`src/include/fetch_defines.svh`:
```
//////////////////////////////////////////////////////////////////////
// Sizes shared by the fetch front end. The buffer depth and the read
// limit are sized as a pair, so raising only one can overflow the FIFO
//////////////////////////////////////////////////////////////////////

`ifndef FETCH_DEFINES_SVH
`define FETCH_DEFINES_SVH

// Instruction address width in bits
`define FETCH_ADDR_W 32

// Depth of the alignment buffer in 32-bit words
`define FETCH_BUF_WORDS 3

// Most memory reads that may be granted without a response
`define FETCH_MAX_OUTST 2

`endif
```
`src/hw/fetch_pkg.sv`:
```
//////////////////////////////////////////////////////////////////////
// Types for the fetch front end. Instruction data is always 32 bits
//////////////////////////////////////////////////////////////////////

`include "fetch_defines.svh"

package fetch_pkg;

  // Command from the controller, pc_set is a single-cycle pulse
  typedef struct packed {
    logic                     instr_req;
    logic                     pc_set;
    logic [`FETCH_ADDR_W-1:0] branch_addr;
  } fetch_ctrl_t;

  // One word returned by instruction memory
  typedef struct packed {
    logic [31:0] rdata;
    logic        bus_err;
  } inst_resp_t;

  // Instruction handed to decode
  // A compressed instruction sits in the low half with zeros above
  typedef struct packed {
    logic [31:0]              instr;
    logic [`FETCH_ADDR_W-1:0] addr;
    logic                     compressed;
    logic                     bus_err;
  } instr_out_t;

  // Prefetch states
  typedef enum logic [1:0] {PF_IDLE, PF_RUN, PF_BRANCH_PEND} prefetch_state_e;

endpackage

```
`src/hw/fetch_top.sv`:
```
//////////////////////////////////////////////////////////////////////
// Fetch front end. pc_set is legal only while instr_req is high and
// memory must return responses in grant order
//////////////////////////////////////////////////////////////////////

`timescale 1ns/1ps

`include "fetch_defines.svh"

module fetch_top
  import fetch_pkg::*;
(
  input  logic                     clk,
  input  logic                     rst_n,
  input  fetch_ctrl_t              fetch_ctrl_i,
  // Instruction memory
  output logic                     mem_req_o,
  output logic [`FETCH_ADDR_W-1:0] mem_addr_o,
  input  logic                     mem_gnt_i,
  input  logic                     mem_rvalid_i,
  input  inst_resp_t               mem_resp_i,
  // Decode stage
  input  logic                     id_ready_i,
  output logic                     instr_valid_o,
  output instr_out_t               instr_o
);

  logic [1:0] outst_cnt;
  logic       rvalid_gated;
  logic       fetch_room;

  // Read issue toward memory
  prefetch_fsm u_prefetch (
    .clk          (clk),
    .rst_n        (rst_n),
    .fetch_ctrl_i (fetch_ctrl_i),
    .fetch_room_i (fetch_room),
    .mem_gnt_i    (mem_gnt_i),
    .mem_req_o    (mem_req_o),
    .mem_addr_o   (mem_addr_o)
  );

  // Read tracking and stale response filter
  outstanding_counter u_outst (
    .clk            (clk),
    .rst_n          (rst_n),
    .mem_req_i      (mem_req_o),
    .mem_gnt_i      (mem_gnt_i),
    .mem_rvalid_i   (mem_rvalid_i),
    .pc_set_i       (fetch_ctrl_i.pc_set),
    .outst_cnt_o    (outst_cnt),
    .rvalid_gated_o (rvalid_gated)
  );

  // Word to instruction alignment
  align_buffer u_align (
    .clk           (clk),
    .rst_n         (rst_n),
    .fetch_ctrl_i  (fetch_ctrl_i),
    .rvalid_i      (rvalid_gated),
    .resp_i        (mem_resp_i),
    .outst_cnt_i   (outst_cnt),
    .id_ready_i    (id_ready_i),
    .fetch_room_o  (fetch_room),
    .instr_valid_o (instr_valid_o),
    .instr_o       (instr_o)
  );

endmodule

```
`src/hw/align_buffer.sv`:
```
//////////////////////////////////////////////////////////////////////
// Three-word FIFO that cuts 16-bit and 32-bit instructions out of the
// word stream. Room is withheld so a granted read always has a slot
//////////////////////////////////////////////////////////////////////

`timescale 1ns/1ps

`include "fetch_defines.svh"

module align_buffer
  import fetch_pkg::*;
(
  input  logic        clk,
  input  logic        rst_n,
  input  fetch_ctrl_t fetch_ctrl_i,
  input  logic        rvalid_i,
  input  inst_resp_t  resp_i,
  input  logic [1:0]  outst_cnt_i,
  input  logic        id_ready_i,
  output logic        fetch_room_o,
  output logic        instr_valid_o,
  output instr_out_t  instr_o
);

  // Entry 0 is always the oldest word
  inst_resp_t               buf_q [`FETCH_BUF_WORDS];
  logic [1:0]               cnt_q;
  // Halfword of entry 0 where the next instruction starts
  logic                     hptr_q;
  logic [`FETCH_ADDR_W-1:0] addr_q;

  logic [15:0]              hw_lo;
  logic [15:0]              hw_hi;
  logic                     compr;
  logic                     avail;
  logic                     consume;
  logic                     pop;
  logic                     push;
  logic [1:0]               wr_idx;
  logic [2:0]               fill;

  ////////////////////////////////////////////////////////////////////
  // Instruction extraction
  ////////////////////////////////////////////////////////////////////

  // First halfword of the instruction
  assign hw_lo = hptr_q ? buf_q[0].rdata[31:16] : buf_q[0].rdata[15:0];
  // Second halfword, which comes from the next word on a straddle
  assign hw_hi = hptr_q ? buf_q[1].rdata[15:0] : buf_q[0].rdata[31:16];

  // Only the low two bits decide the length
  assign compr = (hw_lo[1:0] != 2'b11);

  // A straddling 32-bit instruction needs two words in the buffer
  always_comb begin
    if (compr || !hptr_q) avail = (cnt_q != 2'd0);
    else avail = (cnt_q >= 2'd2);
  end

  // Nothing is offered while a branch flushes the buffer
  assign instr_valid_o = avail & ~fetch_ctrl_i.pc_set;
  assign consume       = instr_valid_o & id_ready_i;

  always_comb begin
    instr_o.instr      = compr ? {16'h0000, hw_lo} : {hw_hi, hw_lo};
    instr_o.addr       = addr_q;
    instr_o.compressed = compr;
    // Error of either word that gives the instruction a halfword
    instr_o.bus_err    = buf_q[0].bus_err | (~compr & hptr_q & buf_q[1].bus_err);
  end

  ////////////////////////////////////////////////////////////////////
  // FIFO bookkeeping
  ////////////////////////////////////////////////////////////////////

  // Entry 0 is used up unless a compressed instruction takes its low half
  assign pop    = consume & (hptr_q | ~compr);
  assign push   = rvalid_i & ~fetch_ctrl_i.pc_set;
  assign wr_idx = cnt_q - {1'b0, pop};

  // Words held plus words on the way must fit in the buffer
  assign fill = {1'b0, cnt_q} + {1'b0, outst_cnt_i};

  always_comb begin
    if (fetch_ctrl_i.pc_set) begin
      // The buffer empties now, so only the read limit applies
      fetch_room_o = (outst_cnt_i < `FETCH_MAX_OUTST);
    end else begin
      fetch_room_o = (fill < `FETCH_BUF_WORDS) && (outst_cnt_i < `FETCH_MAX_OUTST);
    end
  end

  always_ff @(posedge clk or negedge rst_n) begin
    if (!rst_n) begin
      cnt_q  <= 2'd0;
      hptr_q <= 1'b0;
      addr_q <= '0;
    end else if (fetch_ctrl_i.pc_set) begin
      // Bit 1 of the target selects the starting halfword
      cnt_q  <= 2'd0;
      hptr_q <= fetch_ctrl_i.branch_addr[1];
      addr_q <= fetch_ctrl_i.branch_addr;
    end else begin
      cnt_q <= cnt_q + {1'b0, push} - {1'b0, pop};
      if (consume) begin
        // A compressed instruction flips the halfword, a full one keeps it
        hptr_q <= compr ? ~hptr_q : hptr_q;
        addr_q <= addr_q + (compr ? `FETCH_ADDR_W'd2 : `FETCH_ADDR_W'd4);
      end
    end
  end

  // Word storage shifts down on a pop and writes behind the last entry
  always_ff @(posedge clk) begin
    if (pop) begin
      for (int i = 0; i < `FETCH_BUF_WORDS - 1; i++) begin
        buf_q[i] <= buf_q[i+1];
      end
    end
    if (push) begin
      buf_q[wr_idx] <= resp_i;
    end
  end

endmodule

```
`src/hw/outstanding_counter.sv`:
```
//////////////////////////////////////////////////////////////////////
// Tracks granted reads and drops the responses that belong to the
// stream before a branch. Memory must answer strictly in order
//////////////////////////////////////////////////////////////////////

`timescale 1ns/1ps

module outstanding_counter (
  input  logic       clk,
  input  logic       rst_n,
  input  logic       mem_req_i,
  input  logic       mem_gnt_i,
  input  logic       mem_rvalid_i,
  input  logic       pc_set_i,
  output logic [1:0] outst_cnt_o,
  output logic       rvalid_gated_o
);

  logic [1:0] outst_q;
  // Responses still to be thrown away after a branch
  logic [1:0] flush_q;
  logic       accept;
  logic       drop;

  assign accept = mem_req_i & mem_gnt_i;
  assign drop   = mem_rvalid_i & (flush_q != 2'd0);

  // A response in the branch cycle is stale as well
  assign rvalid_gated_o = mem_rvalid_i & (flush_q == 2'd0) & ~pc_set_i;
  assign outst_cnt_o    = outst_q;

  always_ff @(posedge clk or negedge rst_n) begin
    if (!rst_n) begin
      outst_q <= 2'd0;
      flush_q <= 2'd0;
    end else begin
      // Grant and response in one cycle leave the count as it is
      case ({accept, mem_rvalid_i})
        2'b10:   outst_q <= outst_q + 2'd1;
        2'b01:   outst_q <= outst_q - 2'd1;
        default: outst_q <= outst_q;
      endcase
      // Every read in flight at the branch is stale
      if (pc_set_i) begin
        flush_q <= outst_q - {1'b0, mem_rvalid_i};
      end else if (drop) begin
        flush_q <= flush_q - 2'd1;
      end
    end
  end

endmodule

```
`src/hw/prefetch_fsm.sv`:
```
//////////////////////////////////////////////////////////////////////
// Word-aligned read issue. A branch request follows fetch_room_i too,
// so it waits in PF_BRANCH_PEND when two reads are still in flight
//////////////////////////////////////////////////////////////////////

`timescale 1ns/1ps

`include "fetch_defines.svh"

module prefetch_fsm
  import fetch_pkg::*;
(
  input  logic                     clk,
  input  logic                     rst_n,
  input  fetch_ctrl_t              fetch_ctrl_i,
  input  logic                     fetch_room_i,
  input  logic                     mem_gnt_i,
  output logic                     mem_req_o,
  output logic [`FETCH_ADDR_W-1:0] mem_addr_o
);

  prefetch_state_e          state_q, state_n;
  // Address of the next word to request
  logic [`FETCH_ADDR_W-1:0] addr_q, addr_n;
  logic [`FETCH_ADDR_W-1:0] target;

  // Branch target with the halfword offset dropped
  assign target = {fetch_ctrl_i.branch_addr[`FETCH_ADDR_W-1:2], 2'b00};

  always_comb begin
    state_n    = state_q;
    addr_n     = addr_q;
    mem_req_o  = 1'b0;
    mem_addr_o = addr_q;
    if (fetch_ctrl_i.pc_set) begin
      // The target goes out in the same cycle as the branch
      mem_req_o  = fetch_room_i;
      mem_addr_o = target;
      if (fetch_room_i && mem_gnt_i) begin
        addr_n  = target + `FETCH_ADDR_W'd4;
        state_n = PF_RUN;
      end else begin
        addr_n  = target;
        state_n = PF_BRANCH_PEND;
      end
    end else begin
      case (state_q)
        PF_IDLE: begin
          // Resume from the held address once fetching is wanted again
          if (fetch_ctrl_i.instr_req) state_n = PF_RUN;
        end
        PF_RUN, PF_BRANCH_PEND: begin
          if (!fetch_ctrl_i.instr_req) begin
            state_n = PF_IDLE;
          end else begin
            mem_req_o = fetch_room_i;
            if (fetch_room_i && mem_gnt_i) begin
              addr_n  = addr_q + `FETCH_ADDR_W'd4;
              state_n = PF_RUN;
            end
          end
        end
        default: state_n = PF_IDLE;
      endcase
    end
  end

  always_ff @(posedge clk or negedge rst_n) begin
    if (!rst_n) begin
      state_q <= PF_IDLE;
      addr_q  <= '0;
    end else begin
      state_q <= state_n;
      addr_q  <= addr_n;
    end
  end

endmodule

```
`config.mk`:
```
export PLATFORM = sky130hd
export DESIGN_NAME = fetch_top
export DESIGN_NICKNAME = d
export VERILOG_FILES = /design/src/hw/fetch_pkg.sv /design/src/hw/fetch_top.sv /design/src/hw/align_buffer.sv /design/src/hw/outstanding_counter.sv /design/src/hw/prefetch_fsm.sv
export VERILOG_INCLUDE_DIRS = /design/src /design/src/include
export SDC_FILE = /design/constraint.sdc
export NUM_CORES = 1
export LEC_CHECK = 0
export ABC_AREA = 1
export BUFFER_PORTS_ARGS = -buffer_cell sky130_fd_sc_hd__buf_2
export CAP_MARGIN = 20
export CORE_AREA = 2 2 148 150
export CTS_CLUSTER_SIZE = 28
export DETAILED_ROUTE_END_ITERATION = 6
export DIE_AREA = 0 0 150 152
export PLACE_DENSITY = 0.82
export SETUP_SLACK_MARGIN = 0.5
export SLEW_MARGIN = 20
export SYNTH_ARGS = -nofsm -noshare
export SYNTH_HDL_FRONTEND = slang
export SYNTH_SLANG_ARGS = --single-unit
export TNS_END_PERCENT = 50
```
`constraint.sdc`:
```
create_clock -name clk -period 7.01 [get_ports clk]
set_input_delay 0 -clock clk [delete_from_list [all_inputs] [get_ports clk]]
set_output_delay 0 -clock clk [all_outputs]
set_load 0.01 [all_outputs]
```
==> results of run 1 <==
==> area by class of cell <==
cell class | instances | area (um^2) | area share, %
timing repair buffer | 245 | 1590 | 12.5
clock inverter | 15 | 161 | 1.27
clock buffer | 17 | 425 | 3.35
multi-input combinational | 1006 | 4860 | 38.3
inverter | 147 | 557 | 4.39
sequential | 170 | 4750 | 37.4
tap | 280 | 350 | 2.76
==> worst max-delay path: stages (launching register included) <==
cell and delay, ps:
dfrtp_2 770, clkinv_1 280, nand2_1 110, nand2_1 70
nand2_2 360, a21oi_1 210, ha_1 360, inv_1 100
nand3_2 80, buf_4 480, nand2_1 530, buf_4 390
==> stage by stage <==
| stage | std cells | instance area [um^2] | total power [uW] | utilization, % |
|---|---|---|---|---|
| after floorplan | 1378 | 10500 | 2110 | - |
| after global placement | 1780 | 11400 | 2440 | 53.5 |
| after detailed placement | 1780 | 11400 | 2480 | 53.5 |
| after CTS | 1880 | 12700 | 3450 | 59.4 |
| after global routing | 1880 | 12700 | 3650 | 59.4 |
| final | 1880 | 12700 | 3470 | 59.4 |
==> registers in the layout, indices dropped and copies added (netlist names) <==
register and count:
u_align.addr_q 32, u_align.buf_q 99, u_align.cnt_q 2, u_align.hptr_q 1, u_outst.flush_q 2, u_outst.outst_cnt_o 2, u_prefetch.addr_q 30, u_prefetch.state_q 2
==> where the power goes <==
group	internal, uW	switching [uW]	leakage, uW
registers	1240	209	0.00174
clock network	479	470	0.000287
logic	366	709	0.00379
total	2080	1390	0.00582
==> worst max path at each step <==
| stage | cells past startpoint | from | slack (ps) | endpoint |
|---|---|---|---|---|
| CTS | 11 | u_align.hptr_q$_DFFE_PN0P_ | 2580 | u_align.buf_q[1][10]$_DFFE_PP_ |
| global placement | 11 | u_align.hptr_q$_DFFE_PN0P_ | 2830 | u_align.buf_q[1][5]$_DFFE_PP_ |
| finish | 11 | u_align.hptr_q$_DFFE_PN0P_ | 2970 | u_align.buf_q[1][19]$_DFFE_PP_ |
| global route | 11 | u_align.hptr_q$_DFFE_PN0P_ | 2630 | u_align.buf_q[1][10]$_DFFE_PP_ |
| detailed placement | 11 | u_align.hptr_q$_DFFE_PN0P_ | 2600 | u_align.buf_q[1][8]$_DFFE_PP_ |
| floorplan | 9 | u_align.hptr_q$_DFFE_PN0P_ | 1940 | u_align.buf_q[2][0]$_DFFE_PP_ |
==> cell usage after synthesis (7+ instances only) <==
master / n
nor3_1: 11
clkbuf_1: 22
dfrtp_1: 71
o21ai_0: 120
inv_1: 140
nor2_2: 11
nor2_4: 7
nand2_2: 10
ha_1: 12
nand4_1: 15
buf_2: 16
a21oi_1: 55
o21a_1: 7
nand2_1: 465
xnor2_1: 11
nand3_1: 105
xor2_1: 23
nor2_1: 103
edfxtp_1: 99
==> logic make-up (layout without fill, tap and decap cells) <==
family | after synthesis | in the layout | share of synthesized area (%)
other cells | 1 | 2 | 0.0358
flops | 170 | 170 | 45.3
fa+ha+maj | 14 | 14 | 1.81
xor+xnor | 34 | 34 | 2.84
compound gates | 213 | 213 | 11.0
buf+inv | 202 | 424 | 8.59
simple gates | 743 | 743 | 30.4
==> metal layers <==
metal | wire length, um | track usage (%) | vias up
li1 | - | - | 4909
met5 | 13 | 0 | -
met1 | 12300 | 33.9 | 4820
met2 | 15500 | 47.5 | 528
met3 | 2810 | 6.37 | 92
met4 | 1610 | 14.3 | 2
==> timing repair <==
action                    CTS  global route
gates resized for setup     0             0
hold endpoints to repair  208             0
hold buffers               68             0
==> results.toml, run 1 <==
[status]
status = "completed"

[sta]
fin_skew_ps = 14.3
max_freq_mhz = 248
period_needed_ps = 4040
fin_ws_ps = 2970
setup_total_negative_slack_ps = 0
period_share_pct = 57.6
slew_headroom_pct = 35.1
whs_ps = 30.6
drv_slew = 0
setup_viol = 0
hold_viol = 0
tightest_slew_ps = 973
rsz0062_at_grt = "false"

[cells_and_area]
antennaDiodeCount = 0
layout-drive-gt1-share_pct = 16.3
layout_common_cells = "nand2_1 (465), buf_2 (169), inv_1 (140)"
final_common_cell = "nand2_1"
syn2layout_area_growth_pct = 21.0
fin_nets = 1673
fillers = 1868

[floorplan]
die_h_um = 152
die_w_um = 150
start_util_pct = 49.1
ios = 172
coreArea_mm2 = 0.0214
die_area_mm2 = 0.0228
rows = 54

[worst_hold_path]
min_path_cells = 5
min_from = "fetch_ctrl_i[18]"
hp-class = "primary input to flop"
hold_path_end = "u_prefetch.addr_q[18]$_DFFE_PN0P_"

[global_route]
grt_usage_pct = 28.3
grt_pass1_wl_mm = 50.2
grt_max_degree = 97
grt_pass1_vias = 9692
grt_overflow_total = 0
antenna_found_initial = 1

[worst_setup_path]
critical_path.max_fanout = 67
reg2reg_slack_ps = 2970
cp-start-kind = "flop"
cp.arrival_ps = 4220
r2r-end = "u_align.buf_q[1][19]$_DFFE_PP_"
r2r_cells = 11
r2r-start = "u_align.hptr_q$_DFFE_PN0P_"
worstSetupEndpointType = "flop"
worst-setup-path-type = "flop to flop"
cp.required_ps = 7190

[place]
dpl_worst_slack_ps = 2600
dp_hpwl_mm = 22.3
io_buffer_count = 169
gp_congestion = 0.944

[logic_synthesis]
synth.avg_cell_area_um2 = 7.62
yosys_warnings = 0
synthArstFlopShare_pct = 41.8
syn-instance-count = 1377
ys.flop_type = "edfxtp_1"
synth_edf_count = 99
synth-seq-cells = 170
yosys.area.top_type = "edfxtp_1"
ys_types = 46
yosysTopAreaCellShare_pct = 28.3
synthTopCellsByArea = "edfxtp_1 (28%), dfrtp_1 (17%), nand2_1 (17%)"
synth.cell_area_mm2 = 0.0105
ys_seq_area_share_pct = 45.3

[route]
drc = 0
drtIter0Drc = 910
ant_nets = 0
num_vias = 10351
wl_mm = 32.2
via_per_inst = 5.51
routedWlPerCell_um = 17.1
drt_first_pass_iters = 7

[pwr]
peakVddDrop_mv = 0.207
power.leakage_uw = 0.00582
powerDensity_mw_per_mm2 = 273

[flow_run]
drv_cap = 0

[cts]
clkLatencyLatePin_ps = 450
h-tree-depth = 4
clock-sinks = 170
path_clk_slew_ps = 80
cts_tree = "built"
cts-root-buf = "clkbuf_16"
cts_setup_buffers = 0
cts_max_path_buffers = 2
cts_buffers = 17
Power figures use the tool's default switching activity.
==> run 2, diff against run 1 <==
--- a/config.mk
+++ b/config.mk
@@ -13,7 +13,7 @@
 export CTS_CLUSTER_SIZE = 28
 export DETAILED_ROUTE_END_ITERATION = 6
 export DIE_AREA = 0 0 150 152
-export PLACE_DENSITY = 0.82
+export PLACE_DENSITY = 0.85
 export SETUP_SLACK_MARGIN = 0.5
 export SLEW_MARGIN = 20
 export SYNTH_ARGS = -nofsm -noshare
==> constraint.sdc (replaced) <==
create_clock -name clk -period 3.5 [get_ports clk]
set_input_delay 0 -clock clk [delete_from_list [all_inputs] [get_ports clk]]
set_output_delay 0 -clock clk [all_outputs]
set_load 0.01 [all_outputs]
==> run 2 against run 1 <==
First-iteration DRC count rose by 3.4%. Combinational power increased by 100%. Global-route usage is 0.28 points higher. Register-to-register slack worse by 2400 ps.
==> results.toml, run 2 (synthesis results as in run 1) <==
[cts]
path_clk_slew_ps = 80
cts_max_path_buffers = 2
cts_tree = "built"
cts-root-buf = "clkbuf_16"
clkLatencyLatePin_ps = 450
h-tree-depth = 4
clock-sinks = 170
cts_resized = 0
cts_buffers = 17
cts_setup_buffers = 0

[place]
placed_area_mm2 = 0.0115
gp_congestion = 0.992
io_buffer_count = 169
place_inst = 1784
dp_hpwl_mm = 22.5

[cells_and_area]
largest_reg_flops = 99
reg_top3 = "u_align.buf_q (99), u_align.addr_q (32), u_prefetch.addr_q (30)"
layout-drive-gt1-share_pct = 16.5
largest-register = "u_align.buf_q"
layoutNonFillerInstCount = 1883
layout_common_cells = "nand2_1 (465), buf_2 (169), inv_1 (140)"
fin_area_mm2 = 0.0128
syn2layout_area_growth_pct = 21.7
fin_nets = 1675
final_common_cell = "nand2_1"

[route]
drc = 0
drtIter0Drc = 941
num_vias = 10468
wl_mm = 32.3
drt_first_pass_iters = 6
ant_nets = 0
routedWlPerCell_um = 17.2
via_per_inst = 5.56

[pwr]
peakVddDrop_mv = 0.397
powerDensity_mw_per_mm2 = 554
power.leakage_uw = 0.00585

[worst_setup_path]
r2r_cells = 12
worstSetupEndpointType = "flop"
r2r-start = "u_outst.outst_cnt_o[0]$_DFFE_PN0P_"
cp.arrival_ps = 3260
r2r-end = "u_prefetch.addr_q[17]$_DFFE_PN0P_"
worst-setup-path-type = "flop to flop"
crit_top_cell = "nand2_1"
reg2reg_slack_ps = 600
critPathBufInv = 1
critical_path.max_fanout = 13
cp-start-kind = "flop"
cpPeakStageDelay_ps = 610
crit_chain = "ha_1, fa_1, nand2_1, nand2_1, nand2_4, nand3_4, nor2_4, nand2_1, nand2_1, nand3_1, dlygate4sd3_1, a21oi_1"
crit_path_top_delay_cell = "dlygate4sd3_1"
critPathTopFamily = "simple AND/OR/NAND/NOR gates"
cp.required_ps = 3860

[sta]
tightest_slew_ps = 920
period_share_pct = 82.7
slew_headroom_pct = 38.6
hold_viol = 0
rsz0062_at_grt = "true"
max_freq_mhz = 345
setup_viol = 0
period_needed_ps = 2900
fin_skew_ps = 21.4
drv_slew = 0
setup_total_negative_slack_ps = 0

[worst_hold_path]
min_path_cells = 6
min_from = "id_ready_i"
hold_path_end = "u_align.hptr_q$_DFFE_PN0P_"
hp-class = "primary input to flop"

[floorplan]
die_area_mm2 = 0.0228
rows = 54
die_w_um = 150
ios = 172
start_util_pct = 49.1
coreArea_mm2 = 0.0214
die_h_um = 152

[global_route]
grt_overflow_total = 0
grt_pass1_wl_mm = 50.8
grt_pass1_vias = 9942
grt_max_degree = 96
antenna_found_initial = 1
grt_usage_pct = 28.6

[status]
status = "completed"

[flow_run]
drv_cap = 0
-- run 2: cell types whose count changed in the layout (fill, tap and decap cells not counted), sizes merged --
cell         before  now
buf             177  181
bufinv            0    1
clkinv            6    7
diode             0    1
dlygate4sd3      68   66
inv             155  153
-- run 2: cell type report --
class                           instances  area (um^2)
Antenna cell                            1         2.50
Clock buffer                           17          425
Clock inverter                         15          214
Fill cell                            1832         8590
Inverter                              147          557
Multi-Input combinational cell       1006         4870
Sequential cell                       170         4750
Tap cell                              280          350
Timing Repair Buffer                  247         1600
-- run 2: worst min-delay path: stages --
cell,delay [ps]
buf_2,120
nand2_2,80
a21oi_1,70
nand2_1,60
nand2_1,40
nand2_1,50
-- run 2: metal layers --
layer	track usage (%)	wire length, um
met5	0	0
met4	16.5	1760
met2	46.9	15400
met3	6.19	2900
met1	34.5	12300
-- run 2: power breakdown --
| part | leakage, uW | total, uW | internal (uW) | switching [uW] |
|---|---|---|---|---|
| logic | 0.00380 | 2190 | 739 | 1450 |
| clock network | 0.000306 | 2020 | 1050 | 971 |
| registers | 0.00174 | 2860 | 2470 | 389 |
-- run 2: metrics by stage --
stage	power [uW]	util, %	hold slack, ps	setup slack (ps)
floorplan	4230	-	-296	511
global placement	4880	53.7	143	822
detailed placement	4960	53.7	153	698
CTS	7030	59.8	3.10	606
global route	7450	59.8	46.6	458
finish	7070	59.8	12.6	605
-- run 2: how the worst max path moves through the flow --
stage | start | endpoint | cells after the start
2_1_floorplan | u_align.hptr_q$_DFFE_PN0P_ | u_align.buf_q[1][0]$_DFFE_PP_ | 11
3_3_place_gp | u_align.hptr_q$_DFFE_PN0P_ | u_align.addr_q[25]$_DFFE_PN0P_ | 15
3_5_place_dp | u_align.hptr_q$_DFFE_PN0P_ | u_align.addr_q[21]$_DFFE_PN0P_ | 15
4_1_cts | u_outst.outst_cnt_o[0]$_DFFE_PN0P_ | u_prefetch.addr_q[17]$_DFFE_PN0P_ | 12
5_1_grt | u_outst.outst_cnt_o[0]$_DFFE_PN0P_ | u_prefetch.addr_q[17]$_DFFE_PN0P_ | 12
6_report | u_outst.outst_cnt_o[0]$_DFFE_PN0P_ | u_prefetch.addr_q[17]$_DFFE_PN0P_ | 12
-- run 2: timing repair --
action | in CTS | in global routing
setup endpoints to repair | 0 | 5
hold buffers | 66 | 0
endpoints found under the hold margin | 170 | 0
==> run 3, diff against run 2 <==
--- a/config.mk
+++ b/config.mk
@@ -13,7 +13,7 @@
 export CTS_CLUSTER_SIZE = 28
 export DETAILED_ROUTE_END_ITERATION = 6
 export DIE_AREA = 0 0 150 152
-export PLACE_DENSITY = 0.85
+export PLACE_DENSITY = 0.82
 export SETUP_SLACK_MARGIN = 0.5
 export SLEW_MARGIN = 20
 export SYNTH_ARGS = -nofsm -noshare
==> constraint.sdc (replaced) <==
create_clock -name clk -period 2.9 [get_ports clk]
set_input_delay 0 -clock clk [delete_from_list [all_inputs] [get_ports clk]]
set_output_delay 0 -clock clk [all_outputs]
set_load 0.01 [all_outputs]
==> run 3 against run 2 <==
The flow now finishes with violations (DRC). Highest routed layer is now met5. Clock power grew 24%. First-iteration DRC count up 31%. Setup slack got worse by 170 ps. Total power increased by 25%. Cell count grew 1.5%. Utilization grew 2.3 points. Sequential share of layout area is 1.4 points lower. Die area unchanged.
==> results.toml, run 3 (synthesis results as in run 1) <==
[status]
status = "finished with violations"
violations = "DRC"

[route]
ant_nets = 0
via_per_inst = 5.62
routedWlPerCell_um = 19.0
drt_first_pass_iters = 7
drtIter0Drc = 1230
drc = 1
num_vias = 10742
wl_mm = 36.4

[place]
dp_hpwl_mm = 23.6
placed_area_mm2 = 0.0115
io_buffer_count = 169
gp_congestion = 0.960
place_inst = 1785

[worst_setup_path]
cp.arrival_ps = 2770
crit_start = "u_align.hptr_q$_DFFE_PN0P_"
reg2reg_slack_ps = 440
crit_chain = "clkinv_4, nand2_2, nand2_2, nand2_4, buf_4, fa_2, nor3_4, nand2_2, nor2_4, nand2_4, nor2_4, nand2_1, nand3_1, nand3_1"
r2r-start = "u_align.hptr_q$_DFFE_PN0P_"
crit_path_top_delay_cell = "dfrtp_2"
r2r-end = "u_align.addr_q[21]$_DFFE_PN0P_"
worstSetupEndpointType = "flop"
cp.required_ps = 3210
cpPeakStageDelay_ps = 460
crit_top_cell = "nand2_2"
critical_path.max_fanout = 5
worst-setup-path-type = "flop to flop"
r2r_cells = 14
cp-start-kind = "flop"

[cells_and_area]
layout_common_cells = "nand2_1 (459), buf_2 (168), inv_1 (138)"
largest-register = "u_align.buf_q"
layout-drive-gt1-share_pct = 19.3
final_common_cell = "nand2_1"
antennaDiodeCount = 0
syn2layout_area_growth_pct = 26.4
layoutNonFillerInstCount = 1911
fin_nets = 1704
reg_top3 = "u_align.buf_q (99), u_align.addr_q (32), u_prefetch.addr_q (30)"
utilization_pct = 62.1
fin_area_mm2 = 0.0133
largest_reg_flops = 99

[worst_hold_path]
hold_path_end = "u_align.addr_q[24]$_DFFE_PN0P_"
min_path_cells = 4
min_from = "fetch_ctrl_i[24]"
hp-class = "primary input to flop"

[cts]
h-tree-depth = 4
cts_max_path_buffers = 2
clkLatencyLatePin_ps = 450
cts_buffers = 17
cts_tree = "built"
clock-sinks = 170
path_clk_slew_ps = 80
cts-root-buf = "clkbuf_16"

[sta]
period_needed_ps = 2460
fin_skew_ps = 17.3
drv_slew = 0
tightest_slew_ps = 1010
slew_headroom_pct = 32.9
setup_viol = 0
max_freq_mhz = 406
rsz0062_at_grt = "true"
hold_viol = 0
period_share_pct = 84.9
setup_total_negative_slack_ps = 0

[global_route]
grt_usage_pct = 29.9
grt_overflow_total = 0
grt_pass1_wl_mm = 53.2
grt_max_degree = 92
antenna_found_initial = 1
grt_pass1_vias = 10037

[pwr]
powerDensity_mw_per_mm2 = 666
peakVddDrop_mv = 0.436
power.leakage_uw = 0.00609

[floorplan]
ios = 172
coreArea_mm2 = 0.0214
die_h_um = 152
die_area_mm2 = 0.0228
die_w_um = 150
rows = 54
start_util_pct = 49.1

[flow_run]
drv_cap = 0
==> run 3: changes by cell type in the layout (fill, tap and decap cells not counted), sizes merged <==
cell / delta
clkinvlp: -1
diode: -1
buf: +26
clkbuf: +3
bufinv: -1
inv: +2
==> run 3: stage by stage <==
stage | worst slack (ps) | total power, uW | hold slack, ps
2_1_floorplan | 17.0 | 5120 | -296
3_3_place_gp | 314 | 5970 | 191
3_5_place_dp | 184 | 6050 | 193
4_1_cts | 453 | 8670 | 1.70
5_1_grt | 285 | 9290 | 18.4
6_report | 439 | 8830 | 28.5
==> run 3: report_power, final <==
part / switching (uW) / leakage, uW / internal, uW
logic: 1850 / 0.00404 / 1010
clock network: 1290 / 0.000309 / 1220
registers: 481 / 0.00174 / 2980
total: 3620 / 0.00609 / 5210
==> run 3: cell type report <==
cell class,count,area [um^2]
fillers,1795,8090
flip-flops and latches,170,4750
clock inverters,15,220
inverters,147,569
clock buffers,17,425
multi-input cells,1006,4990
repair buffers,276,1950
well taps,280,350
==> run 3: worst max-delay path: cells and delay by family (launching register included) <==
kind	cells	cell delay, ps
and+or+nand+nor	11	1230
buffers and inverters	2	240
DFF	1	460
adders and majority gates	1	420
==> run 3: routing by layer <==
layer	vias up	GRT usage (%)	part of all wire [%]
li1	4979	-	-
met1	5023	38.8	38
met2	629	49.0	48
met5	-	0	0.036
met4	2	13.8	4.9
met3	109	4.95	9.4
==> run 3: worst max-delay path by stage <==
stage	to	slack (ps)
floorplan	u_align.buf_q[2][0]$_DFFE_PP_	20
global route	u_align.addr_q[21]$_DFFE_PN0P_	290
global placement	u_align.addr_q[29]$_DFFE_PN0P_	310
detailed placement	u_align.addr_q[21]$_DFFE_PN0P_	180
CTS	u_align.buf_q[1][26]$_DFFE_PP_	450
finish	u_align.addr_q[21]$_DFFE_PN0P_	440
==> run 3: what timing repair did <==
item	4_1_cts	5_1_grt
gates cloned	0	5
setup endpoints to repair	108	145
pin swaps	8	18
endpoints found under the hold margin	202	0
gates resized for setup	12	22
hold buffers	66	0
setup buffers	14	9
